$ cat src/hdl/ver_pkg.sv
`default_nettype none

package ver_pkg;

   // datapath widths
   localparam int data_w  = 32;
   localparam int n_slots = 4;
   localparam int sel_w   = 2;
   localparam int run_w   = 16;
   localparam int adr_w   = 3;

   // word addresses on the wishbone slave
   localparam logic [adr_w-1:0] adr_const0 = 3'd0;
   localparam logic [adr_w-1:0] adr_const1 = 3'd1;
   localparam logic [adr_w-1:0] adr_conf0  = 3'd2;
   localparam logic [adr_w-1:0] adr_conf1  = 3'd3;
   localparam logic [adr_w-1:0] adr_run    = 3'd4;
   localparam logic [adr_w-1:0] adr_out0   = 3'd5;
   localparam logic [adr_w-1:0] adr_out1   = 3'd6;

   // slot 0 const0, slot 1 const1, slot 2 alu0, slot 3 alu1
   typedef logic [n_slots-1:0][data_w-1:0] flow_bus_t;

   typedef enum logic [2:0] {
      fn_or      = 3'd0,
      fn_and     = 3'd1,
      fn_cmp_sig = 3'd2,
      fn_mux     = 3'd3,
      fn_sub     = 3'd4,
      fn_add     = 3'd5,
      fn_max     = 3'd6,
      fn_min     = 3'd7
   } alu_fn_t;

   typedef struct packed {
      logic [sel_w-1:0] sela;
      logic [sel_w-1:0] selb;
      logic             self_loop;
      alu_fn_t          fn;
   } alu_conf_t;

   localparam int conf_w = $bits(alu_conf_t);

   typedef struct packed {
      logic              cyc;
      logic              stb;
      logic              we;
      logic [adr_w-1:0]  adr;
      logic [data_w-1:0] dat_w;
   } wb_req_t;

   typedef struct packed {
      logic              ack;
      logic [data_w-1:0] dat_r;
   } wb_rsp_t;

endpackage

`default_nettype wire

$ cat src/hdl/ver_alulite.sv
`timescale 1ns/10ps
`default_nettype none

module ver_alulite (
   input  wire logic                  clk,
   input  wire logic                  rst,
   input  wire logic                  en,
   input  wire ver_pkg::flow_bus_t    flow_in,
   input  wire ver_pkg::alu_conf_t    conf,
   output logic [ver_pkg::data_w-1:0] flow_out
);

   import ver_pkg::*;

   logic [data_w-1:0] op_a;
   logic [data_w-1:0] op_b;
   logic [data_w-1:0] op_a_reg;
   logic [data_w-1:0] op_b_reg;
   logic [data_w-1:0] op_a_int;
   logic              inv_a;
   logic [data_w:0]   a_ext;
   logic [data_w:0]   b_ext;
   logic [data_w:0]   sum;
   logic              b_lt_a;
   logic              loop_hold;
   logic [data_w-1:0] result;

   // operand selection straight from the flow bus
   assign op_a = flow_in[conf.sela];
   assign op_b = flow_in[conf.selb];

   // stage 1, operand registers
   always_ff @(posedge clk or posedge rst) begin
      if (rst) begin
         op_a_reg <= '0;
         op_b_reg <= '0;
      end else if (en) begin
         op_a_reg <= op_a;
         op_b_reg <= op_b;
      end
   end

   // feedback replaces a
   assign op_a_int = conf.self_loop ? flow_out : op_a_reg;

   // subtract-type functions invert a and add a carry in
   always_comb begin
      case (conf.fn)
         fn_sub,
         fn_cmp_sig,
         fn_max,
         fn_min: begin
            inv_a = 1'b1;
         end
         default: begin
            inv_a = 1'b0;
         end
      endcase
   end

   // sign extended to 33 bits so the top bit is the true sign of b - a
   assign a_ext  = {op_a_int[data_w-1], op_a_int} ^ {(data_w+1){inv_a}};
   assign b_ext  = {op_b_reg[data_w-1], op_b_reg};
   assign sum    = b_ext + a_ext + {{data_w{1'b0}}, inv_a};
   assign b_lt_a = sum[data_w];

   // control bit carried in the registered a operand
   assign loop_hold = conf.self_loop & op_a_reg[data_w-1];

   always_comb begin
      result = sum[data_w-1:0];
      case (conf.fn)
         fn_or: begin
            result = op_a_int | op_b_reg;
         end
         fn_and: begin
            result = op_a_int & op_b_reg;
         end
         fn_cmp_sig: begin
            result[data_w-1] = b_lt_a;
         end
         fn_mux: begin
            if (op_a_reg[data_w-1])
               result = op_b_reg;
            else if (conf.self_loop)
               result = flow_out;
            else
               result = '0;
         end
         fn_sub: begin
            result = sum[data_w-1:0];
         end
         fn_add: begin
            // loads b instead of accumulating
            if (loop_hold)
               result = op_b_reg;
         end
         fn_max: begin
            result = b_lt_a ? op_a_int : op_b_reg;
            if (loop_hold)
               result = flow_out;
         end
         fn_min: begin
            result = b_lt_a ? op_b_reg : op_a_int;
            if (loop_hold)
               result = flow_out;
         end
      endcase
   end

   // stage 2, result register
   always_ff @(posedge clk or posedge rst) begin
      if (rst)
         flow_out <= '0;
      else if (en)
         flow_out <= result;
   end

   // configuration comes from the register block
   a_fn_known: assert property (
      @(posedge clk) disable iff (rst)
      !$isunknown(conf.fn)
   );

endmodule

`default_nettype wire

$ cat src/hdl/ver_conf_regs.sv
`timescale 1ns/10ps
`default_nettype none

module ver_conf_regs (
   input  wire logic                        clk,
   input  wire logic                        rst,
   input  wire ver_pkg::wb_req_t            wb_req,
   output ver_pkg::wb_rsp_t                 wb_rsp,
   output ver_pkg::alu_conf_t               conf0,
   output ver_pkg::alu_conf_t               conf1,
   output logic [ver_pkg::data_w-1:0]       const0,
   output logic [ver_pkg::data_w-1:0]       const1,
   output logic                             run_load,
   output logic [ver_pkg::run_w-1:0]        run_count,
   input  wire logic [ver_pkg::run_w-1:0]   run_remaining,
   input  wire logic [ver_pkg::data_w-1:0]  out0,
   input  wire logic [ver_pkg::data_w-1:0]  out1
);

   import ver_pkg::*;

   logic              acc;
   logic              wr;
   logic              wr_run;
   logic              ack_q;
   logic [data_w-1:0] rdata;
   logic [data_w-1:0] rdata_q;

   // new access, the registered ack blocks a second one
   assign acc    = wb_req.cyc & wb_req.stb & ~ack_q;
   assign wr     = acc & wb_req.we;
   assign wr_run = wr & (wb_req.adr == adr_run);

   // read mux
   always_comb begin
      case (wb_req.adr)
         adr_const0: begin
            rdata = const0;
         end
         adr_const1: begin
            rdata = const1;
         end
         adr_conf0: begin
            rdata = data_w'(conf0);
         end
         adr_conf1: begin
            rdata = data_w'(conf1);
         end
         adr_run: begin
            rdata = data_w'(run_remaining);
         end
         adr_out0: begin
            rdata = out0;
         end
         adr_out1: begin
            rdata = out1;
         end
         default: begin
            rdata = '0;
         end
      endcase
   end

   always_ff @(posedge clk or posedge rst) begin
      if (rst) begin
         ack_q    <= 1'b0;
         run_load <= 1'b0;
         const0   <= '0;
         const1   <= '0;
         conf0    <= '0;
         conf1    <= '0;
      end else begin
         ack_q    <= acc;
         run_load <= wr_run;
         if (wr) begin
            case (wb_req.adr)
               adr_const0: begin
                  const0 <= wb_req.dat_w;
               end
               adr_const1: begin
                  const1 <= wb_req.dat_w;
               end
               adr_conf0: begin
                  conf0 <= alu_conf_t'(wb_req.dat_w[conf_w-1:0]);
               end
               adr_conf1: begin
                  conf1 <= alu_conf_t'(wb_req.dat_w[conf_w-1:0]);
               end
               default: begin
               end
            endcase
         end
      end
   end

   // read data and run count, valid alongside ack and run_load
   always_ff @(posedge clk) begin
      if (acc)
         rdata_q <= rdata;
      if (wr_run)
         run_count <= wb_req.dat_w[run_w-1:0];
   end

   assign wb_rsp = '{ack: ack_q, dat_r: rdata_q};

   a_ack_single: assert property (
      @(posedge clk) disable iff (rst)
      ack_q |=> !ack_q
   );

   a_ack_after_req: assert property (
      @(posedge clk) disable iff (rst)
      ack_q |-> $past(wb_req.cyc && wb_req.stb)
   );

endmodule

`default_nettype wire

$ cat src/hdl/ver_run_ctrl.sv
`timescale 1ns/10ps
`default_nettype none

module ver_run_ctrl (
   input  wire logic                       clk,
   input  wire logic                       rst,
   input  wire logic                       run_load,
   input  wire logic [ver_pkg::run_w-1:0]  run_count,
   output logic                            en,
   output logic [ver_pkg::run_w-1:0]       remaining
);

   import ver_pkg::*;

   logic [run_w-1:0] cnt_next;

   // busy counts down and a load only lands when idle
   always_comb begin
      cnt_next = remaining;
      if (remaining != '0)
         cnt_next = remaining - 1'b1;
      else if (run_load)
         cnt_next = run_count;
   end

   always_ff @(posedge clk or posedge rst) begin
      if (rst) begin
         remaining <= '0;
         en        <= 1'b0;
      end else begin
         remaining <= cnt_next;
         en        <= (cnt_next != '0);
      end
   end

   a_en_busy: assert property (
      @(posedge clk) disable iff (rst)
      en == (remaining != '0)
   );

endmodule

`default_nettype wire

$ cat src/hdl/ver_top.sv
`timescale 1ns/10ps
`default_nettype none

module ver_top (
   input  wire logic              clk,
   input  wire logic              rst,
   input  wire ver_pkg::wb_req_t  wb_req,
   output ver_pkg::wb_rsp_t       wb_rsp
);

   import ver_pkg::*;

   logic [data_w-1:0] const0;
   logic [data_w-1:0] const1;
   logic [data_w-1:0] out0;
   logic [data_w-1:0] out1;
   alu_conf_t         conf0;
   alu_conf_t         conf1;
   logic              run_load;
   logic [run_w-1:0]  run_count;
   logic [run_w-1:0]  run_remaining;
   logic              en;
   flow_bus_t         flow;

   // slot 3 down to slot 0
   assign flow = {out1, out0, const1, const0};

   ver_conf_regs u_conf_regs (
      .clk           (clk),
      .rst           (rst),
      .wb_req        (wb_req),
      .wb_rsp        (wb_rsp),
      .conf0         (conf0),
      .conf1         (conf1),
      .const0        (const0),
      .const1        (const1),
      .run_load      (run_load),
      .run_count     (run_count),
      .run_remaining (run_remaining),
      .out0          (out0),
      .out1          (out1)
   );

   ver_run_ctrl u_run_ctrl (
      .clk       (clk),
      .rst       (rst),
      .run_load  (run_load),
      .run_count (run_count),
      .en        (en),
      .remaining (run_remaining)
   );

   ver_alulite u_alu0 (
      .clk      (clk),
      .rst      (rst),
      .en       (en),
      .flow_in  (flow),
      .conf     (conf0),
      .flow_out (out0)
   );

   ver_alulite u_alu1 (
      .clk      (clk),
      .rst      (rst),
      .en       (en),
      .flow_in  (flow),
      .conf     (conf1),
      .flow_out (out1)
   );

endmodule

`default_nettype wire

$ cat config.mk
export PLATFORM = sky130hd
export DESIGN_NAME = ver_top
export DESIGN_NICKNAME = d
export VERILOG_FILES = /design/src/hdl/ver_pkg.sv /design/src/hdl/ver_alulite.sv /design/src/hdl/ver_conf_regs.sv /design/src/hdl/ver_run_ctrl.sv /design/src/hdl/ver_top.sv
export SDC_FILE = /design/constraint.sdc
export NUM_CORES = 1
export LEC_CHECK = 0
export BUFFER_PORTS_ARGS = -buffer_cell sky130_fd_sc_hd__clkbuf_2
export CAP_MARGIN = 40
export CORE_MARGIN = 2
export CORE_UTILIZATION = 55
export CTS_BUF_LIST = sky130_fd_sc_hd__clkbuf_8
export CTS_CLUSTER_SIZE = 20
export DETAILED_ROUTE_END_ITERATION = 8
export PLACE_DENSITY = 0.72
export SLEW_MARGIN = 5
export SYNTH_ARGS = -nofsm -noshare
export SYNTH_HDL_FRONTEND = slang
export SYNTH_SLANG_ARGS = --single-unit
$ cat constraint.sdc
create_clock -name clk -period 24.5 [get_ports clk]
set_input_delay 2.45 -clock clk [delete_from_list [all_inputs] [get_ports clk]]
set_output_delay 2.45 -clock clk [all_outputs]
set_load 0.05 [all_outputs]
## Word-level counts from Yosys, hierarchy flattened

Cells that the tools add are included.
Widths: inputs -> output; s select.

- Add/sub/neg operators: 5
- Multiply operators: 0
- Div/mod/pow operators: 0
- Magnitude comparators: 4
- Equality and inequality tests: 26
- Shift operators: 0
- Muxes and demuxes: 33
- Bitwise logic cells: 13
- Reductions and logical operators: 13

Operators by type and width:

| cell | count |
|---|---|
| $mux 32 | 20 |
| $pmux 31 s6 | 2 |
| $bmux 32 s2 | 4 |
| $pmux 32 s7 | 1 |
| $add 33x1->33 | 2 |
| $add 33x33->33 | 2 |
| $xor 33x33->33 | 2 |
| $and 32x32->32 | 2 |
| $or 32x32->32 | 2 |
| $eq 3x3->1 const B | 11 |
| $mux 16 | 2 |
| $reduce_bool 16->1 | 2 |
| $eq 3x2->1 const B | 6 |
| $pmux 1 s8 | 2 |
| $sub 16x1->16 const B | 1 |
| $lt 2x3->1 const B | 4 |
| $eq 3x1->1 const B | 3 |
| $logic_not 3->1 | 3 |
| $ne 2x2->1 const B | 4 |
| $reduce_and 2->1 | 4 |
| $reduce_and 4->1 | 2 |
| $reduce_or 4->1 | 2 |
| $and 1x1->1 | 6 |
| $ne 3x2->1 const B | 2 |
| 2 further kinds | 3 |

- Register bits after elaboration: 339
- Bits in latches: 0
- Bits in writable memories: 0
- Bits in read-only memories: 0
- Bits of input ports: 40
- Output and inout bits: 33
- Memories kept: 0

## Longest topological paths before layout

Gate-level depths: netlist of the first run.

- Depth after elaboration: 9
- Mapped depth: 19

## Hierarchy

Synthesis of the first run repeated with hierarchy kept, for this count alone.

- Cell total of the unflattened synthesis: 2256
- Area total of the unflattened synthesis: 24587.3 µm²

By module, submodules not included:

| module | times used | cells each | area an instance (µm²) |
|---|---|---|---|
| ver_alulite (u_alu1) | 1 | 874 | 8886.0 |
| ver_alulite (u_alu0) | 1 | 856 | 8609.5 |
| ver_conf_regs | 1 | 399 | 5990.7 |
| ver_run_ctrl | 1 | 127 | 1101.1 |

## Least setup slack after synthesis of the first run

No wires, ideal clock.

- Path kind: in2reg
- Start point: in wb_req[37] (netlist name)
- End point: reg u_conf_regs.const1[0] (netlist name)
- Library setup time: 0.125 ns
- Arrival: 5.361 ns
- Path slack: 19.014 ns
- Cell stages on the path: 6
- Path buffers: 1
- Path through: nand2_1 > nor2_1 > nand2_1 > nor3_1 > clkbuf_1 > mux2_2

- Longest elaborated chain between the ends: 4

Ends and longest elaborated chain:

| element | RTL line | text |
|---|---|---|
| from (decl) | ver_top.sv:7 | `input wire ver_pkg::wb_req_t wb_req,` |
| $and 1x1->1 (2 in a row) | ver_conf_regs.sv:30 | `assign acc = wb_req.cyc & wb_req.stb & ~ack_q;` |
| named net u_conf_regs.acc | ver_conf_regs.sv:22 | `logic acc;` |
| $and 1x1->1 | ver_conf_regs.sv:31 | `assign wr = acc & wb_req.we;` |
| $reduce_and 2->1 (no source line) | -- |  |
| to (signal assigned) | ver_conf_regs.sv:81 | `const1 <= wb_req.dat_w;` |
| to (decl) | ver_conf_regs.sv:12 | `output logic [ver_pkg::data_w-1:0] const1,` |

The timed path passes the listed nets, and every way through them passes these cells.
A chain may end at the register's enable or synchronous reset.

## Worst setup path after layout of the first run

- Start point: reg u_conf_regs.conf0[1] (netlist name)
- End point: reg u_alu0.flow_out[22] (netlist name)

- Longest elaborated chain between the ends: 9
- Elaborated cells between the ends (all ways): 23

Ends and longest elaborated chain:

| element | RTL line | text |
|---|---|---|
| $eq 3x2->1 (tied with other cells) | ver_alulite.sv:48 | `case (conf.fn)` |
| $reduce_or 4->1 | ver_alulite.sv:48 |  |
| $mux 1 | ver_alulite.sv:48 |  |
| $xor 33x33->33 | ver_alulite.sv:62 | `assign a_ext = {op_a_int[data_w-1], op_a_int} ^ {(data_w+1){inv_a}};` |
| $add 33x33->33 | ver_alulite.sv:64 | `assign sum = b_ext + a_ext + {{data_w{1'b0}}, inv_a};` |
| $add 33x1->33 | ver_alulite.sv:64 |  |
| $mux 32, on equally long branches | ver_alulite.sv:104, ver_alulite.sv:99 |  |
| $mux 32, on equally long branches | ver_alulite.sv:105, ver_alulite.sv:100 |  |
| $pmux 31 s6 | ver_alulite.sv:72 | `case (conf.fn)` |
| to (signal assigned) | ver_alulite.sv:116 | `flow_out <= result;` |
| to (decl) | ver_alulite.sv:10 | `output logic [ver_pkg::data_w-1:0] flow_out` |

Several ways; a longest one is shown, not always the timed one. The select of a mux whose other input is x is not followed.

==> summary.txt, run 1 <==
Nets = 2479
Power Total = 4010 uW
CP Capture Type = flip-flop
die extent in y = 215 um
Routed WL per cell = 27.2 um
syn nets = 2461
YS warnings = 0
Area growth syn-to-layout = 9.26%
DRC viols = 0
post-synth top area cell = dfrtp_1
Top FF cell, synth = dfrtp_1
critical path peak fanout = 18
CP arrival = 6300 ps
Chip Width = 215 um
Seq cells post-synth = 339
DR pass1 iterations = 6
layout cells sized above 1 = 25.5%
Root Driver = clkbuf_8
VDD IR-drop max = 0.0000987 V
fin. max-slew vios = 0
Setup TNS = 0 ps
Worst Clk Skew = 49.9 ps
row count = 77
pwr dens = 149 mW/mm2
Cell Area, Synth = 0.0246 mm2
maxcap violations = 0
post_cts resized = 0
Rel. slew slack = 37.4%
port bufs = 72
worst slew pin tran = 940 ps
Mapped Avg Cell Area = 10.4 um2
clock tree from TritonCTS = done
drt total wl = 82.1 mm
post-synth cell types = 81
synth top area cells = dfrtp_1 (30%), mux4_2 (13%), mux2_2 (10%), edfxtp_1 (5.9%), a21oi_1 (4.0%)
Ports = 73
post-synthesis sequential area ratio = 35.5%
CP Launch Type = flip-flop
# H-tree levels = 2
first-pass GRT wire length = 127 mm
Final Wtd Congestion = 0.950
Synth top cells by count = dfrtp_1 (291), mux2_2 (224), a21oi_1 (195), nor2_1 (170), nand2_1 (159)
GRT Total Usage = 35.4%
1st-iter DRT viols = 3000
Clock Tree Buf Depth = 3
top cell type's share of synthesized area = 29.7%
Final period util = 23.3%
Max Fclk = 175 MHz
Post-synth ARST share = 85.8%
vias in the first global route = 20565
cell with the most instances after synthesis = dfrtp_1
Worst Path Required = 25090 ps
# hold bufs at CTS = 0
Post-synth EDFFs = 48
initial antenna violation count = 5
Initial Util = 55.7%
static leakage = 0.0111 uW
CTS buffer count = 59
largest net degree at the start of global routing = 69
core area = 0.0441 mm2
Period minus WS final = 5720 ps
die area = 0.0464 mm2
via count = 21369
Post-DRT Antenna Nets = 0
dpl hpwl = 59.0 mm
gate count of the mapped netlist = 2355
via/cell ratio = 7.09
Clock Latency Late Sink = 700 ps
status = completed
Final Hold Fails = 0
critical path type = reg2reg
Overflow after GRT = 0
Post-CTS Setup Repair Bufs = 0
Setup Viol. Count Final = 0
RSZ-0062 raised after global routing = false
CTS sink cnt = 339
clock transition at the registers of the reported paths = 60 ps
worst hold path class = reg2reg
-- routing by layer --
metal,share of wire [%],global-route usage [%],up-vias
met5,0.13,1.04,-
met2,43,50.9,1420
li1,-,-,9088
met3,13,10.2,193
met4,3.3,11.4,8
met1,41,51.7,10660
-- cell usage in the layout, fill, tap and decap left out, types with 29 or more instances in the layout --
master    instances
dfrtp_1         284
xor2_1           34
a21oi_1         194
mux2i_1          72
nor2_1          169
edfxtp_1         48
a21o_1           31
nand2_1         159
ha_1             64
o21ai_0         150
buf_4            44
nand3_1          29
mux2_2          224
inv_1            56
clkbuf_2         72
mux4_2          138
xnor2_1          86
clkbuf_8         69
-- metrics by stage --
step           setup slack [ps]  cell area (um2)  util [%]  cells  hold WS, ps
4_1_cts                   18940            26800      60.8   3014          511
6_report                  18780            26800      60.8   3016          510
3_3_place_gp              19100            25400      57.6   2893          489
5_1_grt                   18480            26800      60.8   3015          522
2_1_floorplan             14020            24600         -   2355          473
3_5_place_dp              18980            25600      58.0   2904          492
-- worst max-delay path, cell delays in order, from the launching register on --
cell and delay, ps:
dfrtp_1 670, nand2_1 330, a21oi_4 600, buf_4 420
xnor2_1 190, inv_1 80, fa_1 400, nor2b_1 180
o21bai_1 100, a31oi_1 370, a21oi_1 280, o2111ai_1 300
o211ai_2 220, o21ai_1 690, o21ai_0 260, a311oi_1 330
a221o_1 180
-- cell type report --
class	instances	area, um2
clock buffer	69	950
fill	3697	17300
inverter	39	154
multi-input combinational	1810	15100
clock inverter	41	294
tap	592	741
antenna	2	5.00
sequential	339	8730
timing repair buffer	124	853
-- cells by family (layout without fill, tap and decap cells) --
logic type | count (synthesis) | count (layout) | synth area share (%)
compound gates | 695 | 695 | 18.5
simple gates | 493 | 493 | 9.08
mux | 436 | 436 | 26.0
flops | 339 | 339 | 35.5
buf+inv | 206 | 273 | 3.22
xor+xnor | 120 | 120 | 4.28
fa+ha+maj | 66 | 66 | 3.42
other cells | 0 | 2 | 0
-- final timing paths --
| kind | depth (start not counted) | end | startpoint | slack (ps) |
|---|---|---|---|---|
| setup / recovery | 16 | u_alu0.flow_out[22] | u_conf_regs.conf0[1] | 18780 |
| hold / removal | 1 | u_alu0.op_a_reg[14] | u_alu0.op_a_reg[14] | 510 |
| setup reg to reg | 16 | u_alu0.flow_out[22] | u_conf_regs.conf0[1] | 18780 |
| hold reg to reg | 1 | u_alu0.op_a_reg[14] | u_alu0.op_a_reg[14] | 510 |
| max in group asynchronous | 4 | u_run_ctrl.en | rst | 21560 |
| min in group asynchronous | 2 | u_alu0.flow_out[9] | rst | 1750 |
-- power breakdown --
group | internal, uW | switching (uW)
clock | 300 | 257
sequential | 757 | 319
combinational | 1010 | 1370
total | 2060 | 1940
(Power assumes the default switching activity.)
==> run 2: changes to the inputs <==
--- a/config.mk
+++ b/config.mk
@@ -12,7 +12,7 @@
 export CTS_BUF_LIST = sky130_fd_sc_hd__clkbuf_8
 export CTS_CLUSTER_SIZE = 20
 export DETAILED_ROUTE_END_ITERATION = 8
-export PLACE_DENSITY = 0.72
+export PLACE_DENSITY = 0.75
 export SLEW_MARGIN = 5
 export SYNTH_ARGS = -nofsm -noshare
 export SYNTH_HDL_FRONTEND = slang
==> constraint.sdc (replaced) <==
create_clock -name clk -period 4.9 [get_ports clk]
set_input_delay 0.49 -clock clk [delete_from_list [all_inputs] [get_ports clk]]
set_output_delay 0.49 -clock clk [all_outputs]
set_load 0.05 [all_outputs]
==> summary.txt, run 2 (synthesis results as in run 1) <==
status = completed
commonest non-fill, non-tap cell in the layout = dfrtp_1
port bufs = 72
layout cells sized above 1 = 26.5%
Final period util = 93.5%
fin. max-slew vios = 0
Initial Util = 55.7%
Chip Width = 215 um
largest net degree at the start of global routing = 186
Worst Clk Skew = 28.8 ps
Max Fclk = 218 MHz
CP arrival = 5120 ps
worst hold path class = in2reg
delay-heaviest family, CP = compound AO/OA/AOI/OAI gates
Psw = 9960 uW
maxcap violations = 0
CTS sink cnt = 339
Final Hold Fails = 0
vias in the first global route = 20793
dpl hpwl = 59.1 mm
post-layout util = 61.5%
Gate power share = 59.6%
Post-DRT Antenna Nets = 0
row count = 77
Overflow after GRT = 0
1st-iter DRT viols = 3023
CP Launch Type = flip-flop
core area = 0.0441 mm2
Area growth syn-to-layout = 10.6%
Final Wtd Congestion = 1.00
Worst path most repeated cell = a31oi_1
clock transition at the registers of the reported paths = 70 ps
first-pass GRT wire length = 128 mm
static leakage = 0.0113 uW
Clock Tree Buf Depth = 3
via/cell ratio = 7.03
M1 WL = 33.5 mm
Flop pwr share = 26.4%
Rel. slew slack = 31.4%
Root Driver = clkbuf_8
metal3 WL = 10.9 mm
Crit path largest cell delay = 750 ps
drt total wl = 82.6 mm
met2 routed WL = 35.7 mm
clock power share = 14.1%
GRT Total Usage = 35.7%
die area = 0.0464 mm2
Nets = 2513
most frequent cells in the layout = dfrtp_1 (284), mux2_2 (224), a21oi_1 (194)
worst slew pin tran = 1030 ps
Setup TNS = 0 ps
critical path type = reg2reg
Max stage delay cell, worst path = dfrtp_2
clock tree from TritonCTS = done
Hold Slack = 48.0 ps
VDD IR-drop max = 0.000466 V
Ports = 73
CP Capture Type = flip-flop
DRC viols = 0
Net Sw Frac = 48.3%
Period minus WS final = 4580 ps
die extent in y = 215 um
Setup Viol. Count Final = 0
worst path bufs/invs = 1
via count = 21446
internal power = 10700 uW
# H-tree levels = 2
initial antenna violation count = 3
DR pass1 iterations = 6
Routed WL per cell = 27.1 um
worst-path cell chain = buf_12 -> mux2_2 -> xor2_1 -> ha_1 -> and4_1 -> nand2_1 -> or4_1 -> o21a_1 -> o21ai_1 -> a31oi_1 -> a31o_2 -> a211o_1 -> a31oi_1 -> a21oi_1
CTS buffer count = 59
critical path peak fanout = 19
Clock Latency Late Sink = 690 ps
RSZ-0062 raised after global routing = false
Worst Path Required = 5440 ps
highest routed layer = met5
pwr dens = 759 mW/mm2
==> run 2: changes by cell type in the layout (fill, tap and decap cells not counted), moves of 2 or more <==
| cell | change |
|---|---|
| buf_12 | +4 |
| buf_8 | -3 |
| dlygate4sd3_1 | +4 |
| bufinv_16 | +2 |
| clkinvlp_4 | +2 |
| buf_4 | +30 |
==> run 2: power by group through the flow <==
stage               clock [uW]  sequential [uW]  combinational (uW)
detailed placement           0             5330               11800
CTS                       2920             5290               12000
floorplan                    0             4590                8870
global route              3050             5500               13300
global placement             0             5250               11600
finish                    2900             5440               12300
==> run 2: cell type report <==
cell class	instances	area, um2
fill	3642	17000
tap	592	741
multi-input combinational	1810	15100
timing repair buffer	158	1130
clock inverter	43	362
sequential	339	8730
inverter	39	150
antenna	2	5.00
clock buffer	68	936
==> run 2: worst reg2reg max path, cell delays in order (launching register included) <==
cell     delay, ps
dfrtp_2        750
buf_12         230
mux2_2         380
xor2_1         150
ha_1           370
and4_1         260
nand2_1        120
or4_1          440
o21a_1         250
o21ai_1        330
a31oi_1        290
a31o_2         320
a211o_1        280
a31oi_1        180
a21oi_1         80
==> run 2: path summary, 6_finish.rpt <==
path / from / endpoint / slack, ps / depth (start not counted)
max: u_conf_regs.conf1[3] / u_alu1.flow_out[0] / 320 / 14
min: wb_req[8] / u_conf_regs.run_count[8] / 50 / 1
max reg2reg: u_conf_regs.conf1[3] / u_alu1.flow_out[0] / 320 / 14
min reg2reg: u_alu1.op_a_reg[22] / u_alu1.op_a_reg[22] / 510 / 1
max in group asynchronous: rst / u_conf_regs.conf0[3] / 3000 / 4
min in group asynchronous: rst / u_alu1.flow_out[10] / 440 / 3
==> run 2: per-layer routing <==
| metal | global-route usage (%) | vias to the layer above |
|---|---|---|
| li1 | - | 9150 |
| met1 | 52.1 | 10590 |
| met2 | 51.8 | 1493 |
| met3 | 9.99 | 211 |
| met4 | 11.1 | 2 |
| met5 | 0 | - |
==> run 2: what timing repair did <==
action / in CTS / in global routing
hold buffers: 4 / 0
setup buffers: 0 / 0
setup endpoints to repair: 0 / 2
endpoints found under the hold margin: 24 / 0
gates resized for setup: 0 / 1
==> run 2: through the flow <==
| stage | total power (uW) | std cells | setup slack (ps) | cell area (um2) |
|---|---|---|---|---|
| floorplan | 13500 | 2355 | 102 | 24600 |
| global placement | 16900 | 2930 | 340 | 25700 |
| detailed placement | 17200 | 2933 | 369 | 25800 |
| CTS | 20200 | 3048 | 334 | 27100 |
| global route | 21800 | 3050 | 43.4 | 27200 |
| finish | 20600 | 3051 | 319 | 27200 |
